## src/common/ActiveListPkg.sv

```systemverilog
//====================
// Active list package
// Active-list size, pointer type and the circular
// flush-range membership test
//====================
package ActiveListPkg;

    localparam int ACTIVE_LIST_ENTRY_NUM = 64;
    localparam int ACTIVE_LIST_INDEX_BIT_SIZE = $clog2(ACTIVE_LIST_ENTRY_NUM);

    typedef logic [ACTIVE_LIST_INDEX_BIT_SIZE-1:0] ActiveListIndexPath;

    // True when ptr lies in [head, tail) of the circular list
    function automatic logic InFlushRange(
        input ActiveListIndexPath head,
        input ActiveListIndexPath tail,
        input logic flushAll,
        input ActiveListIndexPath ptr
    );
        logic inRange;
        if (flushAll) begin
            inRange = 1'b1;
        end
        else if (head <= tail) begin
            inRange = (ptr >= head) && (ptr < tail);
        end
        else begin
            // Range wraps past the last entry
            inRange = (ptr >= head) || (ptr < tail);
        end
        return inRange;
    endfunction

endpackage : ActiveListPkg

```

## src/common/SchedulerPkg.sv

```systemverilog
//====================
// Scheduler package
// Issue-queue sizes, entry pointer and producer vector types,
// and the kinds of recovery request seen by the scheduler
//====================
package SchedulerPkg;

    localparam int ISSUE_QUEUE_ENTRY_NUM = 16;
    localparam int ISSUE_QUEUE_INDEX_BIT_SIZE = $clog2(ISSUE_QUEUE_ENTRY_NUM);

    // Pointer to one issue-queue entry
    typedef logic [ISSUE_QUEUE_INDEX_BIT_SIZE-1:0] IssueQueueIndexPath;

    // One bit per entry, used for producer vectors and flush sets
    typedef logic [ISSUE_QUEUE_ENTRY_NUM-1:0] IssueQueueOneHotPath;

    // Recovery request of the current cycle
    typedef enum logic [1:0] {
        recoveryNone      = 2'b00,
        recoveryFull      = 2'b01,  // from a stage before RW, drops everything
        recoverySelective = 2'b10   // from the RW stage, with a flush range
    } RecoveryKind;

endpackage : SchedulerPkg
```

## src/wakeup/WakeupPipelineRegister.sv

```systemverilog
`timescale 1ns/1ps
//====================
// Wakeup pipeline register
// Splits the select lanes into the int and mem pipes and
// applies full and selective recovery to both
//====================
module WakeupPipelineRegister #(
    parameter int intIssueWidth = 2,
    parameter int memIssueWidth = 2,
    parameter int memLatency = 3
) (
    input  logic clk,
    input  logic rst,
    input  logic selected[intIssueWidth+memIssueWidth],
    input  SchedulerPkg::IssueQueueIndexPath selectedPtr[intIssueWidth+memIssueWidth],
    input  SchedulerPkg::IssueQueueOneHotPath selectedVector[intIssueWidth+memIssueWidth],
    input  ActiveListPkg::ActiveListIndexPath
        selectedActiveListPtr[intIssueWidth+memIssueWidth],
    input  SchedulerPkg::IssueQueueOneHotPath flushIqEntry,
    input  logic stall,
    input  SchedulerPkg::RecoveryKind recoveryKind,
    input  ActiveListPkg::ActiveListIndexPath flushRangeHead,
    input  ActiveListPkg::ActiveListIndexPath flushRangeTail,
    input  logic flushAll,
    output logic wakeup[intIssueWidth+memIssueWidth],
    output SchedulerPkg::IssueQueueIndexPath wakeupPtr[intIssueWidth+memIssueWidth],
    output SchedulerPkg::IssueQueueOneHotPath wakeupVector[intIssueWidth+memIssueWidth],
    output logic releaseEntry[intIssueWidth+memIssueWidth],
    output SchedulerPkg::IssueQueueIndexPath releasePtr[intIssueWidth+memIssueWidth],
    output logic flushedOpExist
);
    import SchedulerPkg::*;
    import ActiveListPkg::*;

    // Int lanes come first, mem lanes follow
    localparam int intLast = intIssueWidth - 1;
    localparam int memFirst = intIssueWidth;
    localparam int memLast = intIssueWidth + memIssueWidth - 1;

    logic fullFlush;
    ActiveListIndexPath intExitPtr[intIssueWidth];
    ActiveListIndexPath memExitPtr[memIssueWidth];
    logic intFlush[intIssueWidth];
    logic memFlush[memIssueWidth];

    assign fullFlush = (recoveryKind == recoveryFull);

    WakeupPipe #(
        .laneCount(intIssueWidth),
        .latency(1)
    ) intPipe (
        .clk(clk),
        .rst(rst),
        .fullFlush(fullFlush),
        .stall(stall),
        .flushIqEntry(flushIqEntry),
        .selected(selected[0:intLast]),
        .selectedPtr(selectedPtr[0:intLast]),
        .selectedVector(selectedVector[0:intLast]),
        .selectedActiveListPtr(selectedActiveListPtr[0:intLast]),
        .laneFlush(intFlush),
        .exitActiveListPtr(intExitPtr),
        .wakeup(wakeup[0:intLast]),
        .wakeupPtr(wakeupPtr[0:intLast]),
        .wakeupVector(wakeupVector[0:intLast]),
        .releaseEntry(releaseEntry[0:intLast]),
        .releasePtr(releasePtr[0:intLast])
    );

    WakeupPipe #(
        .laneCount(memIssueWidth),
        .latency(memLatency)
    ) memPipe (
        .clk(clk),
        .rst(rst),
        .fullFlush(fullFlush),
        .stall(stall),
        .flushIqEntry(flushIqEntry),
        .selected(selected[memFirst:memLast]),
        .selectedPtr(selectedPtr[memFirst:memLast]),
        .selectedVector(selectedVector[memFirst:memLast]),
        .selectedActiveListPtr(selectedActiveListPtr[memFirst:memLast]),
        .laneFlush(memFlush),
        .exitActiveListPtr(memExitPtr),
        .wakeup(wakeup[memFirst:memLast]),
        .wakeupPtr(wakeupPtr[memFirst:memLast]),
        .wakeupVector(wakeupVector[memFirst:memLast]),
        .releaseEntry(releaseEntry[memFirst:memLast]),
        .releasePtr(releasePtr[memFirst:memLast])
    );

    FlushRangeTracker #(
        .intIssueWidth(intIssueWidth),
        .memIssueWidth(memIssueWidth),
        .memLatency(memLatency)
    ) flushTracker (
        .clk(clk),
        .rst(rst),
        .recoveryKind(recoveryKind),
        .flushRangeHead(flushRangeHead),
        .flushRangeTail(flushRangeTail),
        .flushAll(flushAll),
        .stall(stall),
        .intExitPtr(intExitPtr),
        .memExitPtr(memExitPtr),
        .intFlush(intFlush),
        .memFlush(memFlush),
        .flushedOpExist(flushedOpExist)
    );

endmodule : WakeupPipelineRegister

```

## src/wakeup/FlushRangeTracker.sv

```systemverilog
`timescale 1ns/1ps
//====================
// Flush range tracker
// Holds the selective flush range and counts how many pipe stages
// may still carry ops from that range
//====================
module FlushRangeTracker #(
    parameter int intIssueWidth = 2,
    parameter int memIssueWidth = 2,
    parameter int memLatency = 3
) (
    input  logic clk,
    input  logic rst,
    input  SchedulerPkg::RecoveryKind recoveryKind,
    input  ActiveListPkg::ActiveListIndexPath flushRangeHead,
    input  ActiveListPkg::ActiveListIndexPath flushRangeTail,
    input  logic flushAll,
    input  logic stall,
    input  ActiveListPkg::ActiveListIndexPath intExitPtr[intIssueWidth],
    input  ActiveListPkg::ActiveListIndexPath memExitPtr[memIssueWidth],
    output logic intFlush[intIssueWidth],
    output logic memFlush[memIssueWidth],
    output logic flushedOpExist
);
    import SchedulerPkg::*;
    import ActiveListPkg::*;

    localparam int intLatency = 1;

    typedef logic [$clog2(intLatency):0] IntCount;
    typedef logic [$clog2(memLatency):0] MemCount;

    ActiveListIndexPath rangeHead;
    ActiveListIndexPath rangeTail;
    logic rangeAll;
    logic selectiveRecovery;

    // Stages of each pipe that may still hold a flushed op
    IntCount intCount;
    MemCount memCount;

    assign selectiveRecovery = (recoveryKind == recoverySelective);

    always_ff @(posedge clk) begin
        if (selectiveRecovery) begin
            rangeHead <= flushRangeHead;
            rangeTail <= flushRangeTail;
            rangeAll <= flushAll;
        end
    end

    always_ff @(posedge clk) begin
        if (rst) begin
            intCount <= '0;
            memCount <= '0;
        end
        else if (selectiveRecovery) begin
            intCount <= IntCount'(intLatency);
            memCount <= MemCount'(memLatency);
        end
        else begin
            // The newest stage only moves on when the scheduler is not stalled
            if (intCount == IntCount'(intLatency)) begin
                if (!stall) begin
                    intCount <= intCount - IntCount'(1);
                end
            end
            else if (intCount != '0) begin
                intCount <= intCount - IntCount'(1);
            end

            if (memCount == MemCount'(memLatency)) begin
                if (!stall) begin
                    memCount <= memCount - MemCount'(1);
                end
            end
            else if (memCount != '0) begin
                memCount <= memCount - MemCount'(1);
            end
        end
    end

    always_comb begin
        for (int i = 0; i < intIssueWidth; i++) begin
            intFlush[i] = (intCount != '0) &&
                InFlushRange(rangeHead, rangeTail, rangeAll, intExitPtr[i]);
        end
        for (int i = 0; i < memIssueWidth; i++) begin
            memFlush[i] = (memCount != '0) &&
                InFlushRange(rangeHead, rangeTail, rangeAll, memExitPtr[i]);
        end
        flushedOpExist = (intCount != '0) || (memCount != '0);
    end

    countBound: assert property (@(posedge clk) disable iff (rst)
        (intCount <= IntCount'(intLatency)) && (memCount <= MemCount'(memLatency)))
        else $error("Flush window counter beyond pipe latency");

endmodule : FlushRangeTracker

```

## src/wakeup/WakeupPipe.sv

```systemverilog
`timescale 1ns/1ps
//====================
// Wakeup pipe
// Carries the selected ops of one issue pipe for its latency, then
// wakes their consumers and releases their issue-queue entries
//====================
module WakeupPipe #(
    parameter int laneCount = 1,
    parameter int latency = 1
) (
    input  logic clk,
    input  logic rst,
    input  logic fullFlush,
    input  logic stall,
    input  SchedulerPkg::IssueQueueOneHotPath flushIqEntry,
    input  logic selected[laneCount],
    input  SchedulerPkg::IssueQueueIndexPath selectedPtr[laneCount],
    input  SchedulerPkg::IssueQueueOneHotPath selectedVector[laneCount],
    input  ActiveListPkg::ActiveListIndexPath selectedActiveListPtr[laneCount],
    input  logic laneFlush[laneCount],
    output ActiveListPkg::ActiveListIndexPath exitActiveListPtr[laneCount],
    output logic wakeup[laneCount],
    output SchedulerPkg::IssueQueueIndexPath wakeupPtr[laneCount],
    output SchedulerPkg::IssueQueueOneHotPath wakeupVector[laneCount],
    output logic releaseEntry[laneCount],
    output SchedulerPkg::IssueQueueIndexPath releasePtr[laneCount]
);
    import SchedulerPkg::*;
    import ActiveListPkg::*;

    // A single stage is held during stall, so its exit must be gated
    localparam bit stallGated = (latency == 1);

    // Stage latency-1 takes new ops, stage 0 is the one leaving
    logic stageValid[laneCount][latency];
    IssueQueueIndexPath stagePtr[laneCount][latency];
    IssueQueueOneHotPath stageVector[laneCount][latency];
    ActiveListIndexPath stageActiveListPtr[laneCount][latency];

    logic entryValid[laneCount];
    IssueQueueOneHotPath entryVector[laneCount];
    logic exitGate;

    always_comb begin
        for (int i = 0; i < laneCount; i++) begin
            // Ops whose entry is flushed this cycle enter as bubbles
            entryValid[i] = selected[i] && !flushIqEntry[selectedPtr[i]];
            entryVector[i] = flushIqEntry[selectedPtr[i]] ? '0 : selectedVector[i];
        end
    end

    always_ff @(posedge clk) begin
        if (rst || fullFlush) begin
            for (int i = 0; i < laneCount; i++) begin
                for (int j = 0; j < latency; j++) begin
                    stageValid[i][j] <= 1'b0;
                end
            end
        end
        else begin
            for (int i = 0; i < laneCount; i++) begin
                for (int j = 0; j < latency; j++) begin
                    if (j == latency - 1) begin
                        if (!stall) begin
                            stageValid[i][j] <= entryValid[i];
                        end
                    end
                    else if (!stall || j < latency - 2) begin
                        stageValid[i][j] <= stageValid[i][j+1];
                    end
                    else begin
                        // Newest stage holds, the one behind it gets a bubble
                        stageValid[i][j] <= 1'b0;
                    end
                end
            end
        end
    end

    always_ff @(posedge clk) begin
        for (int i = 0; i < laneCount; i++) begin
            for (int j = 0; j < latency; j++) begin
                if (j == latency - 1) begin
                    if (!stall) begin
                        stagePtr[i][j] <= selectedPtr[i];
                        stageVector[i][j] <= entryVector[i];
                        stageActiveListPtr[i][j] <= selectedActiveListPtr[i];
                    end
                end
                else if (!stall || j < latency - 2) begin
                    stagePtr[i][j] <= stagePtr[i][j+1];
                    stageVector[i][j] <= stageVector[i][j+1];
                    stageActiveListPtr[i][j] <= stageActiveListPtr[i][j+1];
                end
                else begin
                    stageVector[i][j] <= '0;
                end
            end
        end
    end

    always_comb begin
        exitGate = stallGated && stall;
        for (int i = 0; i < laneCount; i++) begin
            exitActiveListPtr[i] = stageActiveListPtr[i][0];
            // Selectively flushed ops still free their entry
            wakeup[i] = stageValid[i][0] && !laneFlush[i] && !exitGate;
            wakeupPtr[i] = stagePtr[i][0];
            wakeupVector[i] = exitGate ? '0 : stageVector[i][0];
            releaseEntry[i] = stageValid[i][0] && !exitGate;
            releasePtr[i] = stagePtr[i][0];
        end
    end

    latencyCheck: assert property (@(posedge clk) latency >= 1)
        else $error("WakeupPipe latency must be at least 1");

    for (genvar i = 0; i < laneCount; i++) begin : gLaneCheck
        // A woken op always frees its entry in the same cycle
        wakeupReleases: assert property (@(posedge clk) disable iff (rst)
            wakeup[i] |-> releaseEntry[i])
            else $error("Lane %0d woke up without releasing its entry", i);
    end

endmodule : WakeupPipe

```

## config.mk

```make
export PLATFORM = sky130hd
export DESIGN_NAME = WakeupPipelineRegister
export DESIGN_NICKNAME = d
export VERILOG_FILES = /design/src/common/ActiveListPkg.sv /design/src/common/SchedulerPkg.sv /design/src/wakeup/WakeupPipelineRegister.sv /design/src/wakeup/FlushRangeTracker.sv /design/src/wakeup/WakeupPipe.sv
export SDC_FILE = /design/constraint.sdc
export NUM_CORES = 1
export LEC_CHECK = 0
export BUFFER_PORTS_ARGS = -buffer_cell sky130_fd_sc_hd__buf_2
export CORE_MARGIN = 4
export CORE_UTILIZATION = 54
export CTS_CLUSTER_DIAMETER = 60
export DETAILED_ROUTE_END_ITERATION = 10
export PLACE_DENSITY = 0.81
export SETUP_SLACK_MARGIN = 0.4
export SYNTH_ARGS = -nofsm -noshare
export SYNTH_HDL_FRONTEND = slang
export SYNTH_HIERARCHICAL = 1
export SYNTH_SLANG_ARGS = --single-unit
export TNS_END_PERCENT = 1
```

## constraint.sdc

```tcl
create_clock -name clk -period 2.75 [get_ports clk]
set_clock_uncertainty 0.15 [all_clocks]
set_input_delay 0.1375 -clock clk [delete_from_list [all_inputs] [get_ports clk]]
set_output_delay 0.1375 -clock clk [all_outputs]
set_load 0.01 [all_outputs]
```

# Word-level counts from Yosys, hierarchy flattened
# Memory sizes are Yosys's and may differ from the RTL's.
# Index checks and enable logic that the tools add are counted.
classes:
  addsub: 2
  mul: 0
  div: 0
  magnitude_cmp: 13
  n_eq_ne: 5
  shift: 0
  mux: 50
  n_bitwise: 12
  reduce_logical: 41
ops:
  columns: ["cell", "n"]
  rows:
  - ["$mux W16", 8]
  - ["$mux W1", 34]
  - ["$ge A6 B6 Y1", 4]
  - ["$lt A6 B6 Y1", 4]
  - ["$logic_and A1 B1 Y1", 20]
  - ["$lt A4 B5 Y1 const B", 4]
  - ["$bmux W1 S4", 4]
  - ["$or A1 B1 Y1", 12]
  - ["$logic_not A1 Y1", 9]
  - ["$mux W3", 3]
  - ["$le A6 B6 Y1", 1]
  - ["$logic_or A1 B1 Y1", 6]
  - ["$reduce_bool A3 Y1", 2]
  - ["$reduce_and A2 Y1", 2]
  - ["$eq A3 B2 Y1 const B", 1]
  - ["$ne A3 B2 Y1 const B", 1]
  - ["$sub A3 B1 Y3 const B", 1]
  - ["$eq A2 B1 Y1 const B", 1]
  - ["$eq A2 B2 Y1 const B", 1]
  - ["$mux W2", 1]
  - ["$ne A2 B2 Y1 const B", 1]
  - ["$reduce_bool A2 Y1", 1]
  - ["$reduce_or A2 Y1", 1]
  - ["$sub A1 B1 Y1 const B", 1]
word_totals:
  register_bits: 17
  latchBits: 0
  ramBits: 216
  mem_bits_ro: 0
  word_cells: 137
  n_memories: 8
memory_table:
  columns: ["name", "depth", "word_bits", "read_ports", "rd_clocked_by_memory_dff", "wr", "line_no", "text"]
  rows:
  - ["memPipe.stageVector", 2, 48, 2, 0, 2, "WakeupPipe.sv:37", "IssueQueueOneHotPath stageVector[laneCount][latency];"]
  - ["memPipe.stageActiveListPtr", 2, 18, 2, 0, 2, "WakeupPipe.sv:38", "ActiveListIndexPath stageActiveListPtr[laneCount][latency];"]
  - ["intPipe.stageVector", 2, 16, 2, 0, 2, "WakeupPipe.sv:37", null]
  - ["memPipe.stagePtr", 2, 12, 2, 0, 2, "WakeupPipe.sv:36", "IssueQueueIndexPath stagePtr[laneCount][latency];"]
  - ["intPipe.stageActiveListPtr", 2, 6, 2, 0, 2, "WakeupPipe.sv:38", null]
  - ["intPipe.stagePtr", 2, 4, 2, 0, 2, "WakeupPipe.sv:36", null]
  - ["2 more memories", null, null, null, null, null, null, null]

# Logic depth before layout (Yosys ltp)
# Gate-level depths: netlist of the first run.
# An unclocked memory read counts as a cell.
logic_depth:
  word_depth: 9
  mapped_depth: 9

# Cells and area by module
# Netlist of the first run, hierarchy kept.
modules_own_cells:
  columns: ["mod", "n_inst", "cells_per_inst", "area_per_inst_um2", "seq_area_each_um2"]
  rows:
  - ["WakeupPipe (memPipe)", 1, 407, 5836.8, 4023.9]
  - ["WakeupPipe (intPipe)", 1, 240, 3002.9, 1621.6]
  - ["FlushRangeTracker", 1, 179, 1804.2, 470.5]
  - ["WakeupPipelineRegister", 1, 1, 13.8, 0.0]

# Worst setup path before layout of the first run
# No wires, ideal clock.
synth_path:
  kind: "input to register"
  startpoint: "in stall"
  endpoint: "mem memPipe/stageActiveListPtr[0][0] in the netlist's numbering (enable)"
  arrival_ns: 1.744
  slack_ns: 0.431
  path_stages: 2
  n_path_buf: 1
  cell_sequence: "clkbuf_1 -> inv_1"
synth_rtl:
  columns: ["item", "line_no", "text"]
  rows:
  - ["start, declared", "WakeupPipelineRegister.sv:20", "input logic stall,"]
  - ["end, declared", "WakeupPipe.sv:38", null]

==> results of run 1 <==
layer usage:
metal | vias to the layer above | GRT usage, % | routed length [microns]
met3 | 76 | 3.84 | 1530
met5 | - | 0 | 0
met1 | 3543 | 27.3 | 9760
met2 | 303 | 40.1 | 13600
met4 | 0 | 8.91 | 988
li1 | 3499 | - | -
synthesized netlist by cell type (9+ instances only):
library cell | count | area, sq um
edfxtp_1 | 145 | 4350
dfxtp_1 | 88 | 1760
nand2b_1 | 77 | 482
nand2_1 | 76 | 285
buf_4 | 74 | 556
nor2b_1 | 70 | 438
ha_1 | 54 | 676
o22ai_2 | 40 | 500
o22ai_1 | 28 | 175
inv_1 | 24 | 90.1
mux2_1 | 20 | 225
clkbuf_1 | 19 | 71.3
a21oi_1 | 18 | 90.1
mux2_4 | 12 | 180
nand3_1 | 9 | 45.0
worst max path at each step:
stage,from,to,slack (ns),cells past startpoint
finish,flushTracker/rangeHead[3],wakeup[1],0.04,8
detailed placement,flushTracker/rangeHead[0],wakeup[3],0.44,8
floorplan,stall,memPipe/stageActiveListPtr[0][0],0.43,2
global placement,flushTracker/rangeHead[0],wakeup[3],0.50,8
CTS,flushTracker/rangeHead[5],wakeup[1],0.1,7
global route,flushTracker/rangeHead[0],wakeup[3],-0.02,8
layout make-up:
class	instances	area, sq um
Tap cell	265	332
Multi-Input combinational cell	470	3900
Antenna cell	3	7.51
Sequential cell	233	6120
Clock inverter	9	62.6
Inverter	24	90.1
Fill cell	1259	5590
Clock buffer	36	771
Timing Repair Buffer	383	2590
registers in the layout (all words and copies together) (netlist names):
name and count:
flushTracker/intCount 1, flushTracker/memCount 3, flushTracker/rangeAll 1, flushTracker/rangeHead 6, flushTracker/rangeTail 6, intPipe/stageActiveListPtr 12
intPipe/stagePtr 8, intPipe/stageValid 2, intPipe/stageVector 32, memPipe/stageActiveListPtr 36, memPipe/stagePtr 24, memPipe/stageValid 6
memPipe/stageVector 96
metrics by stage:
step / area [sq um] / instances / setup TNS [ns]
floorplan: 10700 / 828 / 0
global placement: 11600 / 1243 / 0
detailed placement: 11600 / 1243 / 0
CTS: 13800 / 1417 / 0
global route: 13900 / 1423 / -0.0477
finish: 13900 / 1423 / 0
logic make-up (layout without fill, tap and decap cells):
group           count (synthesis)  in the layout  share of synthesized area (%)
flops                         233            233                           57.4
buf+inv                       125            452                           7.57
fa+ha+maj                      54             54                           6.34
mux                            42             42                           5.68
compound gates                116            116                           9.86
other cells                     1              5                         0.0352
simple gates                  254            254                           13.0
xor+xnor                        2              2                          0.164
where the power goes:
group | leakage (nW) | total, W | internal, W | switching (W)
Clock | 0.418 | 0.00329 | 0.00196 | 0.00133
Combinational | 3.23 | 0.00156 | 0.000752 | 0.000811
Sequential | 2.15 | 0.00417 | 0.00405 | 0.000115
Total | 5.80 | 0.00902 | 0.00677 | 0.00226
what timing repair did:
action / CTS / global route
hold endpoints to repair: 138 / 0
hold buffers: 124 / 0
gates resized for setup: 23 / 15
setup buffers: 5 / 3
setup endpoints to repair: 4 / 4
pin swaps: 9 / 10
critical path, cell delays in order (launching register included):
cell,delay [ns]
edfxtp_1,0.46
ha_4,0.31
nand4_1,0.16
buf_4,0.18
o32a_4,0.26
o31ai_4,0.19
a21oi_1,0.06
nor2b_1,0.14
buf_2,0.15
==> results.yml, run 1 <==
final_layout:
  final_util_pct: 71.3
  drive_above_1_share_pct: 34.6
  final_cell_mix: "buf_2, edfxtp_1, dlygate4sd3_1, dfxtp_1, nand2_1"
  mostFrequentLayoutCell: "buf_2"
  fin_nets: 1333
  syn2layout_area_growth_pct: 30.1
route:
  via_per_inst: 5.22
  drt.antenna.violating_nets: 0
  vias: 7421
  wire_per_inst_microns: 18.2
  drc_errors: 0
  drt-total-wl_microns: 25900
  first_iter_violations: 366
  dr.pass1.iters: 5
sta:
  setup_violations: 0
  rsz0062_at_grt: "yes"
  slew-limit-headroom_pct: 61.0
  fmax_mhz: 369
  worst_slew_pin_slew_ns: 0.585
  fin_crit_sh_pct: 98.6
  setup_slack_ns: 0.0384
  holdWs_ns: 0.0318
  hold_viol_final: 0
  period_minus_slack_ns: 2.71
  drv_slew: 0
setup_path:
  reg2reg_to: "flushTracker/memCount[1]"
  ff2ff_setup_slack_ns: 1.27
  r2r_start: "flushTracker/memCount[0]"
  arrival_ns: 2.42
  crit_type: "flop to primary output"
  cp-end-kind: "primary output"
  r2r_cells: 7
  path_max_fanout: 7
  crit_required_ns: 2.46
  startpoint_type: "flop"
placement:
  port_buffers: 246
  gp_congestion: 0.837
  hpwl_microns: 16000
  place_ws_ns: 0.442
pwr:
  power_density_nw_per_um2: 651
  peakVddDrop_mv: 0.397
  power_w: 0.00902
  power.leakage_nw: 5.80
clocking:
  clk_pin_slew_ns: 0.06
  clockRootBuffer: "clkbuf_16"
  cts_tree: "yes"
  numCtsBuffers: 25
  clock_path_buffers: 3
  htreeDepth: 1
  clock_sinks: 233
  clkLatencyLatePin_ns: 0.50
global_routing:
  track_usage_pct: 22.5
  antenna_found_initial: 3
  grt_pass1_vias: 7724
  gr-total-overflow: 0
  grt_pass1_wl_microns: 39700
  grt_max_degree: 57
worst_hold_path:
  hold_start: "selected[3]"
  hp-class: "input port to flop"
  min_to: "intPipe/stageValid[0][0]"
  hold_depth: 4
floorplan:
  rows: 51
  die_h_microns: 148
  core_sq_um: 19500
  pin_count: 247
  dieArea_sq_um: 22000
  start_util_pct: 54.8
  die_w_microns: 148
yosys:
  syn_area_sq_um: 10700
  postSynthAreaPerCell_sq_um: 12.9
  ys_seq_area_share_pct: 57.4
  synth_edf_count: 145
  yosysWarnings: 6
  ys_ff_latch: 233
  syn_inst: 827
  synth.distinct_cells: 45
  synthArstFlopShare_pct: 0
  ys.flop_type: "edfxtp_1"
job:
  cap_viol_max_count: 0
run_status:
  status: "completed"
(Power assumes the default switching activity.)
==> run 2, diff against run 1 <==
PLACE_DENSITY = 0.79   (was 0.81)
==> results.yml, run 2 (synthesized netlist as in run 1, its figures left out) <==
route:
  wire_per_inst_microns: 17.4
  drc_errors: 0
  drt-total-wl_microns: 24600
  first_iter_violations: 379
  via_per_inst: 5.11
  drt.antenna.violating_nets: 0
  vias: 7238
  dr.pass1.iters: 5
sta:
  setup_violations: 0
  worst_slew_pin_slew_ns: 0.687
  slew-limit-headroom_pct: 54.2
  rsz0062_at_grt: "yes"
  holdWs_ns: 0.0592
  hold_viol_final: 0
  setup_tns_ns: 0
  period_minus_slack_ns: 2.74
  fmax_mhz: 365
  fin_crit_sh_pct: 99.6
  drv_slew: 0
pwr:
  pwr-share-clk_pct: 37.1
  peakVddDrop_mv: 0.412
  netSwitchingPower_w: 0.00221
  internal_power_w: 0.00681
  comb_power_share_pct: 16.7
  switching_share_pct: 24.5
  seqPwrFrac_pct: 46.2
  power_density_nw_per_um2: 654
  power_w: 0.00902
  power.leakage_nw: 5.75
final_layout:
  fin_nets: 1327
  seq_area_sq_um: 6120
  top_register: "memPipe/stageVector"
  final_cell_mix: "buf_2, edfxtp_1, dlygate4sd3_1, dfxtp_1, nand2_1"
  reg_top3: "memPipe/stageVector: 96 flops, memPipe/stageActiveListPtr: 36 flops, intPipe/stageVector: 32 flops"
  syn2layout_area_growth_pct: 29.3
  mostFrequentLayoutCell: "buf_2"
  fillers: 1273
  drive_above_1_share_pct: 33.7
  multi_input_area_sq_um: 3860
  largest_reg_flops: 96
  final_area_sq_um: 13800
setup_path:
  crit_required_ns: 2.46
  path_max_fanout: 7
  r2r_start: "flushTracker/memCount[0]"
  startpoint_type: "flop"
  reg2reg_to: "flushTracker/memCount[1]"
  arrival_ns: 2.45
  r2r_cells: 7
  critPathLaunch: "flushTracker/rangeHead[0]"
  ff2ff_setup_slack_ns: 1.28
  crit_type: "flop to primary output"
  cp-end-kind: "primary output"
  cp-endpoint: "wakeup[2]"
floorplan:
  dieArea_sq_um: 22000
  pin_count: 247
  rows: 51
  die_w_microns: 148
  start_util_pct: 54.8
  core_sq_um: 19500
  die_h_microns: 148
clocking:
  cts_tree: "yes"
  clkLatencyLatePin_ns: 0.51
  clockRootBuffer: "clkbuf_16"
  clock_sinks: 233
  clock_path_buffers: 3
  htreeDepth: 1
  clk_pin_slew_ns: 0.06
  numCtsBuffers: 24
global_routing:
  track_usage_pct: 21.5
  gr-total-overflow: 0
  antenna_found_initial: 3
  grt_pass1_vias: 7448
  grt_pass1_wl_microns: 37800
  grt_max_degree: 53
run_status:
  status: "completed"
placement:
  port_buffers: 246
  hpwl_microns: 15900
  gp_congestion: 0.864
  placed_area_sq_um: 11500
worst_hold_path:
  hp-class: "input port to flop"
job:
  cap_viol_max_count: 0
## run 2: cell count changes in the layout (fill, tap and decap cells not counted), moves of 2 or more
cell	change
a21oi_1	+2
buf_4	-4
bufinv_16	+2
clkbuf_8	-2
inv_1	+2
inv_2	-2
inv_4	-2
o31ai_2	+2
## run 2: stage by stage
stage          util, %  worst slack [ns]  cells
4_1_cts           70.4            0.0653   1414
6_report          70.8            0.0119   1417
2_1_floorplan        -             0.431    828
5_1_grt           70.8           -0.0600   1417
3_3_place_gp      59.3             0.499   1243
3_5_place_dp      59.3             0.431   1243
## run 2: what timing repair did
action | 4_1_cts | 5_1_grt
endpoints found under the setup margin | 4 | 4
hold endpoints to repair | 126 | 0
pin swaps | 8 | 5
resized for setup | 16 | 13
hold buffers | 124 | 0
buffers inserted | 3 | 0
## run 2: area by class of cell
type                    count  area share, %
clock inverters            10          0.826
clock buffers              34           5.24
flip-flops and latches    233           44.4
well taps                 265           2.41
diodes                      3         0.0545
inverters                  24          0.654
multi-input cells         470           28.0
repair buffers            378           18.4
## run 2: metal layers
layer | up-vias | wire length (microns) | global-route usage (%)
met5 | - | 0 | 0
met4 | 0 | 778 | 7.81
met3 | 62 | 1300 | 3.69
met2 | 251 | 13000 | 39.5
met1 | 3434 | 9570 | 25.3
li1 | 3491 | - | -
## run 2: worst max-delay path: stages (launching register included)
cell      delay, ns
edfxtp_1       0.45
buf_6          0.17
inv_2          0.06
ha_4           0.12
nand2b_4       0.11
a21oi_2        0.05
o32a_4         0.43
o31ai_2        0.19
a31oi_1        0.07
nor2b_1        0.14
buf_2          0.15
## run 2: how the worst min path moves through the flow
| stage | start | endpoint | slack, ns | cells after the start |
|---|---|---|---|---|
| 4_1_cts | stall | memPipe/stageValid[0][0] | 0.04 | 2 |
| 5_1_grt | stall | memPipe/stageValid[0][0] | 0.08 | 2 |
| 3_5_place_dp | memPipe/stageVector[1][29] | memPipe/stageVector[1][45] | 0.16 | 0 |
| 6_report | stall | memPipe/stageValid[1][0] | 0.06 | 2 |
| 3_3_place_gp | memPipe/stageVector[0][27] | memPipe/stageVector[0][43] | 0.16 | 0 |
| 2_1_floorplan | rst | flushTracker/intCount | 0.06 | 1 |
## run 2: power by group through the flow
stage | Combinational (W) | Sequential (W) | Clock (W)
floorplan | 0.000969 | 0.00420 | 0
global placement | 0.00125 | 0.00422 | 0
detailed placement | 0.00128 | 0.00423 | 0
CTS | 0.00146 | 0.00416 | 0.00341
global route | 0.00164 | 0.00419 | 0.00357
finish | 0.00151 | 0.00416 | 0.00335
